## src/nnFixedPkg.sv

```systemverilog
package nnFixedPkg;

	// Activations, weights and biases share the Q8.8 format.
	localparam int FracBits = 8;
	localparam int ActWidth = 16;
	localparam int AccWidth = 32;

	typedef logic signed [ActWidth-1:0] activation_t;
	typedef logic signed [ActWidth-1:0] weight_t;
	typedef logic signed [AccWidth-1:0] acc_t;

	// Largest positive activation; the rectifier clamps to this.
	localparam acc_t ActMax = acc_t'(32767);

endpackage
```

## src/nnLayerPkg.sv

```systemverilog
package nnLayerPkg;

	localparam int NumInputs = 15;
	localparam int NumNeurons = 8;

	typedef logic [3:0] inputIndex_t;
	typedef logic [2:0] neuronIndex_t;

	// One row per neuron, one column per input, Q8.8.
	localparam nnFixedPkg::weight_t Weights [NumNeurons][NumInputs] = '{
		'{16'sd96, -16'sd45, 16'sd210, -16'sd12, 16'sd64, -16'sd180, 16'sd33, 16'sd150,
			-16'sd77, 16'sd20, -16'sd256, 16'sd128, 16'sd5, -16'sd90, 16'sd240},
		'{-16'sd130, 16'sd88, -16'sd14, 16'sd200, -16'sd66, 16'sd42, -16'sd250, 16'sd9,
			16'sd175, -16'sd31, 16'sd60, -16'sd118, 16'sd222, -16'sd3, 16'sd71},
		'{16'sd300, 16'sd17, -16'sd205, 16'sd58, 16'sd141, -16'sd26, 16'sd99, -16'sd164,
			16'sd2, 16'sd230, -16'sd47, 16'sd81, -16'sd199, 16'sd123, -16'sd8},
		'{-16'sd22, -16'sd140, 16'sd76, -16'sd288, 16'sd13, 16'sd190, -16'sd55, 16'sd36,
			-16'sd212, 16'sd104, 16'sd167, -16'sd73, 16'sd40, 16'sd259, -16'sd117},
		'{16'sd51, 16'sd233, -16'sd98, 16'sd7, -16'sd171, 16'sd84, 16'sd146, -16'sd239,
			16'sd62, -16'sd18, 16'sd112, 16'sd29, -16'sd154, 16'sd67, 16'sd195},
		'{-16'sd270, 16'sd39, 16'sd158, -16'sd101, 16'sd224, -16'sd63, 16'sd11, 16'sd187,
			-16'sd136, 16'sd95, -16'sd41, 16'sd248, -16'sd27, -16'sd83, 16'sd16},
		'{16'sd144, -16'sd208, 16'sd25, 16'sd172, -16'sd4, -16'sd126, 16'sd263, -16'sd59,
			16'sd110, -16'sd193, 16'sd48, 16'sd0, 16'sd137, -16'sd245, 16'sd86},
		'{-16'sd69, 16'sd121, 16'sd277, -16'sd160, 16'sd93, 16'sd15, -16'sd108, 16'sd201,
			16'sd34, 16'sd160, -16'sd226, 16'sd57, 16'sd183, 16'sd44, -16'sd134}
	};

	// Per-neuron bias, Q8.8.
	localparam nnFixedPkg::weight_t Biases [NumNeurons] = '{
		16'sd128, -16'sd64, 16'sd512, -16'sd300, 16'sd0, 16'sd256, -16'sd32, 16'sd700
	};

endpackage

```

## src/featureBus.sv

```systemverilog
`timescale 1ns/100ps

interface featureBus;
	import nnFixedPkg::*;

	// One-cycle strobe that carries activation to every listener.
	logic feed;
	logic first;
	logic last;
	activation_t activation;

	modport loader (
		output feed,
		output first,
		output last,
		output activation
	);

	modport listener (
		input feed,
		input first,
		input last,
		input activation
	);

endinterface

```

## src/resultCollector.sv

```systemverilog
`timescale 1ns/100ps

module resultCollector (
	input logic clk,
	input logic reset,
	featureBus.listener bus,
	input nnFixedPkg::activation_t results [nnLayerPkg::NumNeurons],
	output logic bufferFree,
	output logic outReq,
	output nnFixedPkg::activation_t outData,
	output nnLayerPkg::neuronIndex_t outIndex,
	input logic outAck
);
	import nnFixedPkg::*;
	import nnLayerPkg::*;

	localparam neuronIndex_t LastNeuron = neuronIndex_t'(NumNeurons - 1);

	typedef enum logic [1:0] {
		idle,
		present,
		waitRelease
	} state_t;

	state_t state;
	activation_t buffer [NumNeurons];
	logic latchPending;
	neuronIndex_t pointer;

	assign bufferFree = (state == idle);
	assign outReq = (state == present);
	assign outData = buffer[pointer];
	assign outIndex = pointer;

	// Neuron results become valid the cycle after the last feed.
	always_ff @(posedge clk)
	begin
		if (reset)
			latchPending <= 1'b0;
		else
			latchPending <= bus.feed && bus.last;
	end

	always_ff @(posedge clk)
	begin
		if (state == idle && latchPending)
			buffer <= results;
	end

	always_ff @(posedge clk)
	begin
		if (reset)
		begin
			state <= idle;
			pointer <= '0;
		end
		else
		begin
			case (state)
				idle:
				begin
					if (latchPending)
					begin
						pointer <= '0;
						state <= present;
					end
				end
				present:
				begin
					if (outAck)
						state <= waitRelease;
				end
				waitRelease:
				begin
					// Wait for the sink to drop its ack before the next word.
					if (!outAck)
					begin
						if (pointer == LastNeuron)
							state <= idle;
						else
						begin
							pointer <= pointer + 1'b1;
							state <= present;
						end
					end
				end
				default: state <= idle;
			endcase
		end
	end

endmodule

```

## src/flat_wrapper.sv

```systemverilog
// flat-port wrapper written by rule: the top's interface ports become plain ports
module resultCollector_flat import nnFixedPkg::*; import nnLayerPkg::*;
  (clk, reset, results, bufferFree, outReq, outData, outIndex, outAck, bus_feed, bus_first, bus_last, bus_activation);
  featureBus bus_i ();
  input logic clk;
  input logic reset;
  input nnFixedPkg::activation_t results[nnLayerPkg::NumNeurons];
  output logic bufferFree;
  output logic outReq;
  output nnFixedPkg::activation_t outData;
  output nnLayerPkg::neuronIndex_t outIndex;
  input logic outAck;
  input wire logic [$bits(bus_i.feed)-1:0] bus_feed;
  input wire logic [$bits(bus_i.first)-1:0] bus_first;
  input wire logic [$bits(bus_i.last)-1:0] bus_last;
  input wire logic [$bits(bus_i.activation)-1:0] bus_activation;
  assign bus_i.feed = bus_feed;
  assign bus_i.first = bus_first;
  assign bus_i.last = bus_last;
  assign bus_i.activation = bus_activation;
  resultCollector u_core (.clk(clk), .reset(reset), .bus(bus_i), .results(results), .bufferFree(bufferFree), .outReq(outReq), .outData(outData), .outIndex(outIndex), .outAck(outAck));
endmodule
```

## config.mk

```make
export PLATFORM = sky130hd
export DESIGN_NAME = resultCollector_flat
export DESIGN_NICKNAME = d
export VERILOG_FILES = /design/src/nnFixedPkg.sv /design/src/nnLayerPkg.sv /design/src/featureBus.sv /design/src/resultCollector.sv /design/src/flat_wrapper.sv
export SDC_FILE = /design/constraint.sdc
export NUM_CORES = 1
export LEC_CHECK = 0
export BUFFER_PORTS_ARGS = -buffer_cell sky130_fd_sc_hd__buf_2
export CAP_MARGIN = 10
export CORE_AREA = 10 10 125 127
export CTS_CLUSTER_DIAMETER = 50
export CTS_CLUSTER_SIZE = 10
export DETAILED_ROUTE_END_ITERATION = 8
export DIE_AREA = 0 0 135 137
export SLEW_MARGIN = 20
export SYNTH_ARGS = -nofsm -noshare
export SYNTH_HDL_FRONTEND = slang
export SYNTH_SLANG_ARGS = --single-unit
export TNS_END_PERCENT = 5
```

## constraint.sdc

```tcl
create_clock -name clk -period 29.1 [get_ports clk]
set_input_delay 2.91 -clock clk [delete_from_list [all_inputs] [get_ports clk]]
set_output_delay 2.91 -clock clk [all_outputs]
set_load 0.1 [all_outputs]
```

Yosys cells after proc, flatten, opt, wreduce, memory -nomap -nowiden
Index checks and enable logic that the tools add are counted.

word-level totals
  input port bits = 150
  register bits after elaboration = 134
  output and inout port bits = 21

operators by class
  muxes and demuxes = 12
  eq/ne operators = 7
  reduce and logical (&&, ||, !) cells = 6
  add/subtract/negate cells = 1
  order comparisons = 1
  bitwise gates (word level) = 1

operators by type and width
  kind                   count
  $bmux W16 S3           1
  $mux W16               2
  $mux W3                3
  $mux W2                3
  $pmux W2 S3            1
  $pmux W3 S2            1
  $ge A4 B4 Y1 const B   1
  $ne A2 B1 Y1 const B   2
  $ne A2 B2 Y1 const B   2
  $not A3 Y4             1
  $reduce_and A4 Y1      1
  $add A3 B1 Y3 const B  1
  $eq A3 B3 Y1 const B   1
  $reduce_and A3 Y1      1
  $eq A2 B1 Y1 const B   1
  $eq A2 B2 Y1 const B   1
  $logic_and A1 B1 Y1    2
  $logic_not A2 Y1       1
  $reduce_bool A2 Y1     1
  $mux W1                1

Depth between registers and ports, before layout
Gate-level depths: netlist (run 1).

  word-level depth = 4
  mapped depth = 5
  gate-level depth less buffers = 5

Worst setup path after synthesis (run 1)
No wires, ideal clock.

  path type = reg2reg
  start = reg u_core.state[1]
  end = reg u_core.pointer[0] (netlist: u_core.outIndex[0])
  setup time = 133 ps
  setup slack = 18,182 ps
  period minus slack after synthesis = 10,918 ps
  buffers on the path = 0
  stages on the path, launching flop included = 4
  arrival time = 10,785 ps
  path through = dfxtp_1 -> nor3b_1 -> nor3b_1 -> mux2_2

on the way
  longest elaborated chain between the ends = 3

ends and longest elaborated chain
  what                                                  RTL line               text
  from (decl)                                           resultCollector.sv:25  state_t state;
  from (signal assigned)                                resultCollector.sv:54  state <= idle;
  from (signal assigned)                                resultCollector.sv:65  state <= present;
  from (signal assigned)                                resultCollector.sv:71  state <= waitRelease;
  $eq A2 B2 Y1 or $logic_not A2 Y1 (tied branches)      resultCollector.sv:59  case (state)
  $ne A2 B2 Y1 (no line), or another cell as far along  n/a
  $reduce_and A4 Y1 (no line)                           n/a
  to (signal assigned)                                  resultCollector.sv:82  pointer <= pointer + 1'b1;
  to (decl)                                             resultCollector.sv:28  neuronIndex_t pointer;

Several ways; a longest one is shown, not always the timed one.
A chain may end at the register's enable or synchronous reset.

Worst setup path after layout (run 1)
  start = reg u_core.pointer[0] (netlist: u_core.outIndex[0])
  end = out outData[6]

on the way
  longest elaborated chain between the ends = 4

ends and longest elaborated chain
  what                                         RTL line               text
  $not A3 Y4 (not written as such)             resultCollector.sv:32  assign outData = buffer[pointer];
  $bmux W16 S3                                 resultCollector.sv:32
  $mux W16 (not written as such) (2 in a row)  resultCollector.sv:32
  to (decl)                                    flat_wrapper.sv:10     output nnFixedPkg::activation_t outData;

Every way passes these cells. The select of a mux whose other input is x is not followed.

==> impl_metrics.py, run 1 <==
metrics = {
    "drt": {
        "vias": 2696,
        "drt_wl_total_mm": 10.82,
        "drt_iter0_markers": 106,
        "avgViaCountPerCell": 4.763,
        "drcViolationCount": 0,
        "wl_per_cell_um": 19.11,
        "firstDrtPassIters": 4,
        "drtAntennaViolNets": 0,
    },
    "yosys": {
        "yosysSeqAreaShare_pct": 76.61,
        "synth.distinct_cells": 20,
        "syn_avg_cell_area_um2": 24.52,
        "synth_cells": 211,
        "yosys_register_bits": 134,
        "netlist_area_um2": 5174,
        "yosysWarnings": 0,
        "synth_fp_nets": 363,
    },
    "run": {
        "max_cap_violations": 0,
    },
    "global_routing": {
        "grt-ovfl-total": 0,
        "grt_max_degree": 77,
        "grtUsageTotal_pct": 11.91,
        "grt_pass1_vias": 3060,
        "antenna_found_initial": 0,
        "grt_pass1_wl_mm": 16.10,
    },
    "power": {
        "cellLeakagePower_nw": 2.461,
        "finalPower_uw": 433.0,
        "ir_drop_mv": 0.03883,
        "powerDensity_nw_per_um2": 65.01,
    },
    "critical_path": {
        "cp_max_fo": 35,
        "cp_slowest_cell": "mux4_1",
        "crit_buf_inv": 2,
        "crit_path_start": "u_core.outIndex[0]",
        "cp.required_ps": 26190,
        "critPathLaunchType": "register",
        "critPathCaptureType": "output pin",
        "rrSetupSlack_ps": 26880,
        "crit_family": "multiplexers",
        "path_cells": "buf_4, mux4_1, mux2_2, buf_2",
        "path_class": "reg -> out",
        "r2r_start": "u_core.outIndex[1]",
        "worst_ep_arrival_time_ps": 2480,
        "max_stage_delay_ps": 660,
    },
    "timing": {
        "drv_slew": 0,
        "skew_ps": 5.734,
        "finalHoldViolCount": 0,
        "relSlewSlack_pct": 36.91,
        "clock.fmax_mhz": 185.6,
        "tns_ps": 0,
        "min_period_ps": 5388,
        "worst_slew_pin_slew_ps": 946.4,
        "finalCritPeriodShare_pct": 18.52,
        "setup_viol": 0,
        "rsz0062_at_grt": "no",
    },
    "cts": {
        "clockBufferDepth": 2,
        "cts_resized": 0,
        "post_cts_buffers": 0,
        "cts_inserted_buffers": 17,
        "clkSinkCount": 134,
        "ctsHoldBuffers": 0,
        "htree_levels": 4,
        "cts.clk_slew.worst_paths_ps": 60,
        "cts-root-buf": "clkbuf_16",
        "clkLatencyLatePin_ps": 410,
        "tritoncts": "done",
    },
    "place": {
        "place_congestion": 0.7232,
        "port-buffer-count": 153,
        "postPlaceCellArea_um2": 6127,
        "place_hpwl_mm": 7.466,
    },
    "floorplanning": {
        "core.rowCount": 42,
        "die_area_um2": 18500,
        "start_util_pct": 39.54,
        "coreArea_um2": 13090,
        "die_x_um": 135,
        "fp.dieH_um": 137,
        "pin_count": 171,
    },
    "finish": {
        "fin_util_pct": 50.90,
        "nNetsFinal": 529,
        "design_area_um2": 6660,
        "drive_above_1_share_pct": 55.13,
        "antenna_cells": 0,
        "area_growth_pct": 28.73,
        "fillCellCount": 1085,
    },
    "outcome": {
        "status": "completed",
    },
    "hold_path": {
        "hold_path.class": "reg -> reg",
        "min_from": "u_core.latchPending",
    },
}
-- cell type report --
cell class | instances | area, um^2 | area share, %
well taps | 176 | 220.2 | 3.306
repair buffers | 157 | 795.8 | 11.95
multi-input cells | 67 | 1145 | 17.19
clock inverters | 14 | 103.9 | 1.559
flip-flops and latches | 134 | 3966 | 59.55
clock buffers | 18 | 429.2 | 6.444
-- Yosys cell counts --
| library cell | count | area share (%) |
|---|---|---|
| a21oi_1 | 1 | 0.097 |
| dfxtp_1 | 6 | 2.3 |
| mux4_2 | 7 | 3.0 |
| buf_1 | 1 | 0.072 |
| ha_1 | 2 | 0.48 |
| nor3b_1 | 3 | 0.44 |
| or4b_4 | 1 | 0.27 |
| clkbuf_1 | 3 | 0.22 |
| nand2_1 | 1 | 0.072 |
| nor2b_1 | 1 | 0.12 |
| nor2_1 | 3 | 0.22 |
| a22o_1 | 2 | 0.34 |
| nand2b_1 | 2 | 0.24 |
| buf_6 | 4 | 0.87 |
| mux2_2 | 17 | 3.7 |
| buf_2 | 2 | 0.19 |
| a21o_1 | 1 | 0.15 |
| edfxtp_1 | 128 | 74 |
| mux4_1 | 25 | 13 |
| xnor2_1 | 1 | 0.17 |
-- report_power, final --
| part | internal, mW | switching (mW) |
|---|---|---|
| clock network | 0.109 | 0.0800 |
| registers | 0.218 | 0.00127 |
| logic | 0.00990 | 0.0142 |
| total | 0.337 | 0.0956 |
-- layer usage --
metal	global-route usage [%]	vias up	wire, um
li1	-	1252	-
met1	12.41	1344	4216
met2	20.31	90	5738
met3	5.059	10	700
met4	5.921	0	163
met5	0	-	0
-- stage by stage --
step	std cells	worst slack, ps	hold WS (ps)
2_1_floorplan	211	18180	536.5
3_3_place_gp	534	24110	564.8
3_5_place_dp	534	24090	581.3
4_1_cts	566	23640	597.7
5_1_grt	566	23570	628.8
6_report	566	23710	597.6
-- cell families after synthesis --
group | Yosys count | synth area share [%]
mux | 49 | 19.44
simple gates | 11 | 1.354
buf+inv | 10 | 1.354
fa+ha+maj | 2 | 0.4836
flops | 134 | 76.61
compound gates | 4 | 0.5804
xor+xnor | 1 | 0.1693
-- final timing paths --
path,endpoint,cells past startpoint
max reg2reg,u_core.outIndex[0],5
min,u_core.state[0],3
max,outData[6],4
min reg2reg,u_core.state[0],3
-- registers in the layout, indices dropped and copies added, names as in the netlist --
signal and count:
u_core.buffer 128, u_core.outIndex 3, u_core.state 2, u_core.latchPending 1
-- cell usage in the layout (no fill, tap or decap), types with 2 or more instances in the layout --
cell type,netlist,layout
dfxtp_2,0,2
buf_2,2,153
a22o_1,2,2
clkinv_2,0,2
edfxtp_1,128,128
clkinv_4,0,2
nor2_1,3,3
ha_1,2,2
nor3b_1,3,2
mux4_1,25,25
inv_6,0,4
mux4_2,7,7
mux2_2,17,17
buf_4,0,4
clkinvlp_4,0,5
dfxtp_1,6,4
clkbuf_16,0,17
nand2b_1,2,2
-- worst reg2reg max path: stages (launching register included) --
cell,delay [ps]
dfxtp_2,610
ha_1,350
ha_1,190
or4b_4,490
nor3b_1,180
mux2_2,300
No activity file was read; power rests on OpenSTA's default activity.
==> run 2: changes to the inputs <==
==> constraint.sdc (replaced) <==
create_clock -name clk -period 5.35 [get_ports clk]
set_input_delay 0.535 -clock clk [delete_from_list [all_inputs] [get_ports clk]]
set_output_delay 0.535 -clock clk [all_outputs]
set_load 0.1 [all_outputs]
==> run 2 against run 1 <==
- total power grew to 5.5 times the previous value
- core utilization is 0.18 points higher
- global-route usage hardly changed
- flip-flop and latch count stayed put
- die area stayed put
- combinational power grew to 5.5 times the previous value
- largest cell class unchanged
==> impl_metrics.py, run 2 (synthesis gave the netlist of run 1 again) <==
metrics = {
    "finish": {
        "largest_register": "u_core.buffer",
        "antenna_cells": 0,
        "largest_reg_flops": 128,
        "fin_util_pct": 51.08,
        "drive_above_1_share_pct": 53.87,
        "nNetsFinal": 528,
        "final_cell_mix": "buf_2, edfxtp_1, mux4_1",
        "layout_commonest_cell": "buf_2",
        "area_growth_pct": 29.19,
    },
    "critical_path": {
        "crit_buf_inv": 2,
        "cp_slowest_cell": "mux4_1",
        "worst-path-stages": 4,
        "cp.required_ps": 4820,
        "critPathLaunchType": "register",
        "rrSetupSlack_ps": 3070,
        "worst_ep_arrival_time_ps": 2670,
        "path_cells": "buf_4, mux4_1, mux2_2, buf_2",
        "max_stage_delay_ps": 620,
        "critPathCaptureType": "output pin",
        "cp_max_fo": 22,
        "crit_path_start": "u_core.outIndex[0]",
        "path_class": "reg -> out",
        "r2r_start": "u_core.outIndex[0]",
        "reg2regPathDepth": 6,
        "rr_endpoint": "u_core.outIndex[0]",
        "crit_family": "multiplexers",
        "critPathCapture": "outData[5]",
    },
    "hold_path": {
        "hold_path.class": "in -> reg",
    },
    "timing": {
        "setup_ws_ps": 2147,
        "clock.fmax_mhz": 312.2,
        "finalCritPeriodShare_pct": 59.87,
        "relSlewSlack_pct": 40.91,
        "fin_hold_ws_ps": 293.6,
        "drv_slew": 0,
        "setup_viol": 0,
        "skew_ps": 6.663,
        "worst_slew_pin_slew_ps": 886.4,
        "tns_ps": 0,
        "rsz0062_at_grt": "no",
        "min_period_ps": 3203,
        "finalHoldViolCount": 0,
    },
    "cts": {
        "cts_resized": 0,
        "tritoncts": "done",
        "ctsHoldBuffers": 0,
        "clockBufferDepth": 2,
        "cts.clk_slew.worst_paths_ps": 50,
        "htree_levels": 4,
        "cts_inserted_buffers": 17,
        "clkSinkCount": 134,
        "cts-root-buf": "clkbuf_16",
        "clkLatencyLatePin_ps": 410,
        "post_cts_buffers": 0,
    },
    "drt": {
        "drcViolationCount": 0,
        "drt_iter0_markers": 141,
        "vias": 2677,
        "avgViaCountPerCell": 4.746,
        "drtAntennaViolNets": 0,
        "wl_per_cell_um": 19.32,
        "drt_wl_total_mm": 10.89,
        "firstDrtPassIters": 4,
    },
    "place": {
        "place_congestion": 0.7094,
        "pre_cts_ws_ps": 2507,
        "place_hpwl_mm": 7.451,
        "port-buffer-count": 153,
    },
    "global_routing": {
        "grt_max_degree": 130,
        "grtUsageTotal_pct": 11.95,
        "grt_pass1_vias": 3120,
        "grt_pass1_wl_mm": 16.41,
        "grt-ovfl-total": 0,
        "antenna_found_initial": 0,
    },
    "power": {
        "cellLeakagePower_nw": 2.469,
        "ir_drop_mv": 0.2069,
        "powerDensity_nw_per_um2": 359.3,
    },
    "outcome": {
        "status": "completed",
    },
    "floorplanning": {
        "start_util_pct": 39.54,
        "coreArea_um2": 13090,
        "pin_count": 171,
        "core.rowCount": 42,
        "fp.dieH_um": 137,
        "die_area_um2": 18500,
        "die_x_um": 135,
    },
    "run": {
        "max_cap_violations": 0,
    },
}
## run 2: cell types whose count changed in the layout (fill, tap and decap cells not counted)
cell and change:
buf_12 +1, buf_4 -2, bufinv_16 +2, clkbuf_1 +1
clkinv_1 +3, clkinv_2 +1, clkinv_4 -2, clkinvlp_4 -2
inv_6 -4, nor3b_2 -1, nor3b_4 +1
## run 2: power breakdown
group	leakage (nW)	internal (mW)	switching, mW	total (mW)
clock network	0.259	0.672	0.402	1.07
registers	1.22	1.19	0.00809	1.20
logic	0.988	0.0546	0.0769	0.132
total	2.47	1.91	0.487	2.40
## run 2: worst min path at each step
stage               slack [ps]           endpoint  depth (start not counted)                 from
global placement           570    u_core.state[0]                          3  u_core.latchPending
floorplan                  540    u_core.state[0]                          3  u_core.latchPending
detailed placement         570    u_core.state[0]                          3  u_core.latchPending
finish                     290  u_core.buffer[70]                          1          results[70]
global route               270  u_core.buffer[73]                          1          results[73]
CTS                        270  u_core.buffer[51]                          1          results[51]
## run 2: per-stage QoR
| stage | power (mW) | cell area, um^2 | cells |
|---|---|---|---|
| final | 2.401 | 6684 | 564 |
| after global routing | 2.492 | 6684 | 564 |
| after CTS | 2.434 | 6684 | 564 |
| after detailed placement | 1.351 | 6138 | 533 |
| after global placement | 1.346 | 6138 | 533 |
| after floorplan | 1.289 | 5185 | 211 |
## run 2: layout make-up
type / count / area [um^2]
multi-input combinational: 67 / 1151
timing repair buffer: 156 / 800.8
sequential: 134 / 3966
tap: 176 / 220.2
fill: 1101 / 6401
clock buffer: 19 / 432.9
clock inverter: 12 / 112.6
## run 2: per-layer routing
layer | vias up | global-route usage, % | share of wire, %
met5 | - | 0 | 0
met4 | 0 | 6.280 | 1.7
met3 | 13 | 4.912 | 7.0
met2 | 100 | 20.15 | 53
met1 | 1314 | 12.64 | 38
li1 | 1250 | - | -
==> run 3: changes to the inputs <==
--- a/config.mk
+++ b/config.mk
@@ -5,13 +5,15 @@
 export SDC_FILE = /design/constraint.sdc
 export NUM_CORES = 1
 export LEC_CHECK = 0
+export ABC_AREA = 1
 export BUFFER_PORTS_ARGS = -buffer_cell sky130_fd_sc_hd__buf_2
 export CAP_MARGIN = 10
-export CORE_AREA = 10 10 125 127
+export CORE_AREA = 10 10 130 132
 export CTS_CLUSTER_DIAMETER = 50
 export CTS_CLUSTER_SIZE = 10
 export DETAILED_ROUTE_END_ITERATION = 8
-export DIE_AREA = 0 0 135 137
+export DIE_AREA = 0 0 140 142
+export PLACE_DENSITY = 0.67
 export SLEW_MARGIN = 20
 export SYNTH_ARGS = -nofsm -noshare
 export SYNTH_HDL_FRONTEND = slang
==> constraint.sdc (replaced) <==
create_clock -name clk -period 2.6 [get_ports clk]
set_input_delay 0.26 -clock clk [delete_from_list [all_inputs] [get_ports clk]]
set_output_delay 0.26 -clock clk [all_outputs]
set_load 0.1 [all_outputs]
==> run 3 against run 2 <==
- register-to-register slack worse by 2200 ps
- clock-buffer cell count stayed put
- combinational power grew to 5.9 times the previous value
- cell area is 8.1% higher
- clock power is 110% higher
- cell count is 61% higher
- non-clock buffer count is 12 higher
==> impl_metrics.py, run 3 <==
metrics = {
    "outcome": {
        "status": "completed",
    },
    "yosys": {
        "yosys-top-cells-area": "edfxtp_1, nand2_1, inv_1, dfxtp_1, buf_6",
        "yosysWarnings": 0,
        "synth_fp_nets": 700,
        "yosys_register_bits": 134,
        "synthArstFlopShare_pct": 0,
        "yosysTopAreaCell": "edfxtp_1",
        "yosysSeqAreaShare_pct": 70.09,
        "synth_cells": 548,
        "netlist_area_um2": 5655,
        "yosysMostFrequentCell": "nand2_1",
        "syn_avg_cell_area_um2": 10.32,
        "synth_edf_count": 128,
        "synth.distinct_cells": 17,
        "synth.top_cell.area_share_pct": 67.96,
        "synthTopCellsByCount": "nand2_1, edfxtp_1, inv_1",
        "synth_flop_cell": "edfxtp_1",
    },
    "finish": {
        "multiInputGateArea_um2": 1375,
        "ff_latch_area_um2": 3968,
        "drive_above_1_share_pct": 26.83,
        "antenna_cells": 0,
        "layout_commonest_cell": "nand2_1",
        "final_cell_mix": "nand2_1, buf_2, edfxtp_1",
        "fillCellCount": 1335,
        "largest_register": "u_core.buffer",
        "nNetsFinal": 863,
        "largest_reg_flops": 128,
        "area_growth_pct": 27.72,
    },
    "global_routing": {
        "grt_pass1_vias": 4244,
        "grt_max_degree": 93,
        "grt-ovfl-total": 0,
        "grtUsageTotal_pct": 14.58,
        "grt_pass1_wl_mm": 22.34,
        "antenna_found_initial": 0,
    },
    "floorplanning": {
        "pin_count": 171,
        "coreArea_um2": 14310,
        "core.rowCount": 44,
        "die_area_um2": 19880,
        "fp.dieH_um": 142,
        "die_x_um": 140,
        "start_util_pct": 39.51,
    },
    "cts": {
        "cts_inserted_buffers": 17,
        "clkLatencyLatePin_ps": 420,
        "post_cts_buffers": 0,
        "cts.clk_slew.worst_paths_ps": 60,
        "clockBufferDepth": 2,
        "htree_levels": 4,
        "cts-root-buf": "clkbuf_16",
        "clkSinkCount": 134,
        "tritoncts": "done",
    },
    "timing": {
        "tns_ps": 0,
        "finalCritPeriodShare_pct": 94.19,
        "relSlewSlack_pct": 65.07,
        "clock.fmax_mhz": 408.4,
        "finalHoldViolCount": 0,
        "min_period_ps": 2449,
        "skew_ps": 8.717,
        "worst_slew_pin_slew_ps": 527.5,
        "setup_viol": 0,
        "drv_slew": 0,
    },
    "power": {
        "finalPower_mw": 5.472,
        "p_switching_mw": 1.449,
        "pwr-share-seq_pct": 45.1,
        "powerDensity_nw_per_um2": 757.6,
        "cellLeakagePower_nw": 3.325,
        "internal_power_mw": 4.023,
        "pwr-share-comb_pct": 14.2,
        "swShare_pct": 26.48,
        "clkPwrFrac_pct": 40.7,
        "ir_drop_mv": 0.4505,
    },
    "drt": {
        "drt_wl_total_mm": 14.68,
        "wl_met3_um": 914,
        "drcViolationCount": 0,
        "firstDrtPassIters": 4,
        "drt_iter0_markers": 233,
        "highest_layer": "met4",
        "wl_met1_mm": 6.246,
        "vias": 4141,
        "avgViaCountPerCell": 4.566,
        "wl_met2_mm": 7.204,
        "drtAntennaViolNets": 0,
        "wl_per_cell_um": 16.19,
    },
    "critical_path": {
        "crit_path_start": "u_core.outIndex[0]",
        "cp.required_ps": 2340,
        "r2r_start": "u_core.outIndex[1]",
        "critPathCaptureType": "output pin",
        "worst_ep_arrival_time_ps": 2190,
        "critPathLaunchType": "register",
        "cp_max_fo": 52,
        "path_class": "reg -> out",
    },
    "place": {
        "place_congestion": 0.8094,
        "port-buffer-count": 153,
        "place_hpwl_mm": 10.43,
    },
    "run": {
        "max_cap_violations": 0,
    },
    "hold_path": {
        "hold_path.class": "in -> reg",
        "min_from": "results[79]",
    },
}
-- run 3: path summary, 6_finish.rpt --
kind,to,slack (ps),cells past startpoint
max,outData[9],150,9
min,u_core.buffer[79],10,1
max reg2reg,u_core.outIndex[2],890,9
min reg2reg,u_core.state[0],540,2
-- run 3: cell families (layout without fill, tap and decap cells) --
kind of cell	Yosys count	count (layout)	synth area share (%)
simple gates	347	347	23.50
fa+ha+maj	2	2	0.4424
flops	134	134	70.09
compound gates	1	1	0.1107
buf+inv	64	239	5.863
-- run 3: worst max-delay path, stage by stage, from the launching register on --
cell and delay (ps):
dfxtp_2 330, inv_2 230, buf_12 270, nand2_1 90, nand2_1 80, nand2_1 50, nand2_1 80, nand2_1 70
nand2_1 90, buf_2 430
-- run 3: power groups by stage --
| stage | Combinational, mW | Sequential, mW | Clock, mW |
|---|---|---|---|
| after detailed placement | 0.770 | 2.51 | 0 |
| after CTS | 0.773 | 2.47 | 2.27 |
| final | 0.777 | 2.47 | 2.23 |
| after floorplan | 0.518 | 2.53 | 0 |
| after global routing | 0.841 | 2.47 | 2.38 |
| after global placement | 0.762 | 2.51 | 0 |
-- run 3: timing repair --
item,CTS,global route
hold endpoints to repair,0,7
gates resized for setup,0,7
setup endpoints to repair,0,7
hold buffers,0,7
-- run 3: cell type report --
class | count | share of cell area (%)
clock buffer | 19 | 5.993
clock inverter | 12 | 1.559
tap | 184 | 3.187
inverter | 40 | 2.131
timing repair buffer | 168 | 13.16
sequential | 134 | 54.93
multi-input combinational | 350 | 19.04
-- run 3: per-stage QoR --
stage | cell area [um^2] | hold WS, ps | util (%) | setup slack (ps) | cells
detailed placement | 6590 | 438.1 | 46.04 | 534.0 | 869
finish | 7223 | 14.67 | 50.46 | 151.1 | 907
floorplan | 5677 | 322.0 | - | -292.1 | 548
global placement | 6590 | 436.3 | 46.04 | 535.7 | 869
global route | 7223 | 0.7558 | 50.46 | -3.303 | 907
CTS | 7136 | 3.279 | 49.85 | 90.57 | 900
-- run 3: metal layers --
layer / vias to the layer above / GRT usage, %
li1: 2075 / -
met1: 1915 / 18.01
met2: 133 / 23.29
met3: 18 / 4.539
met4: 0 / 6.033
met5: - / 0
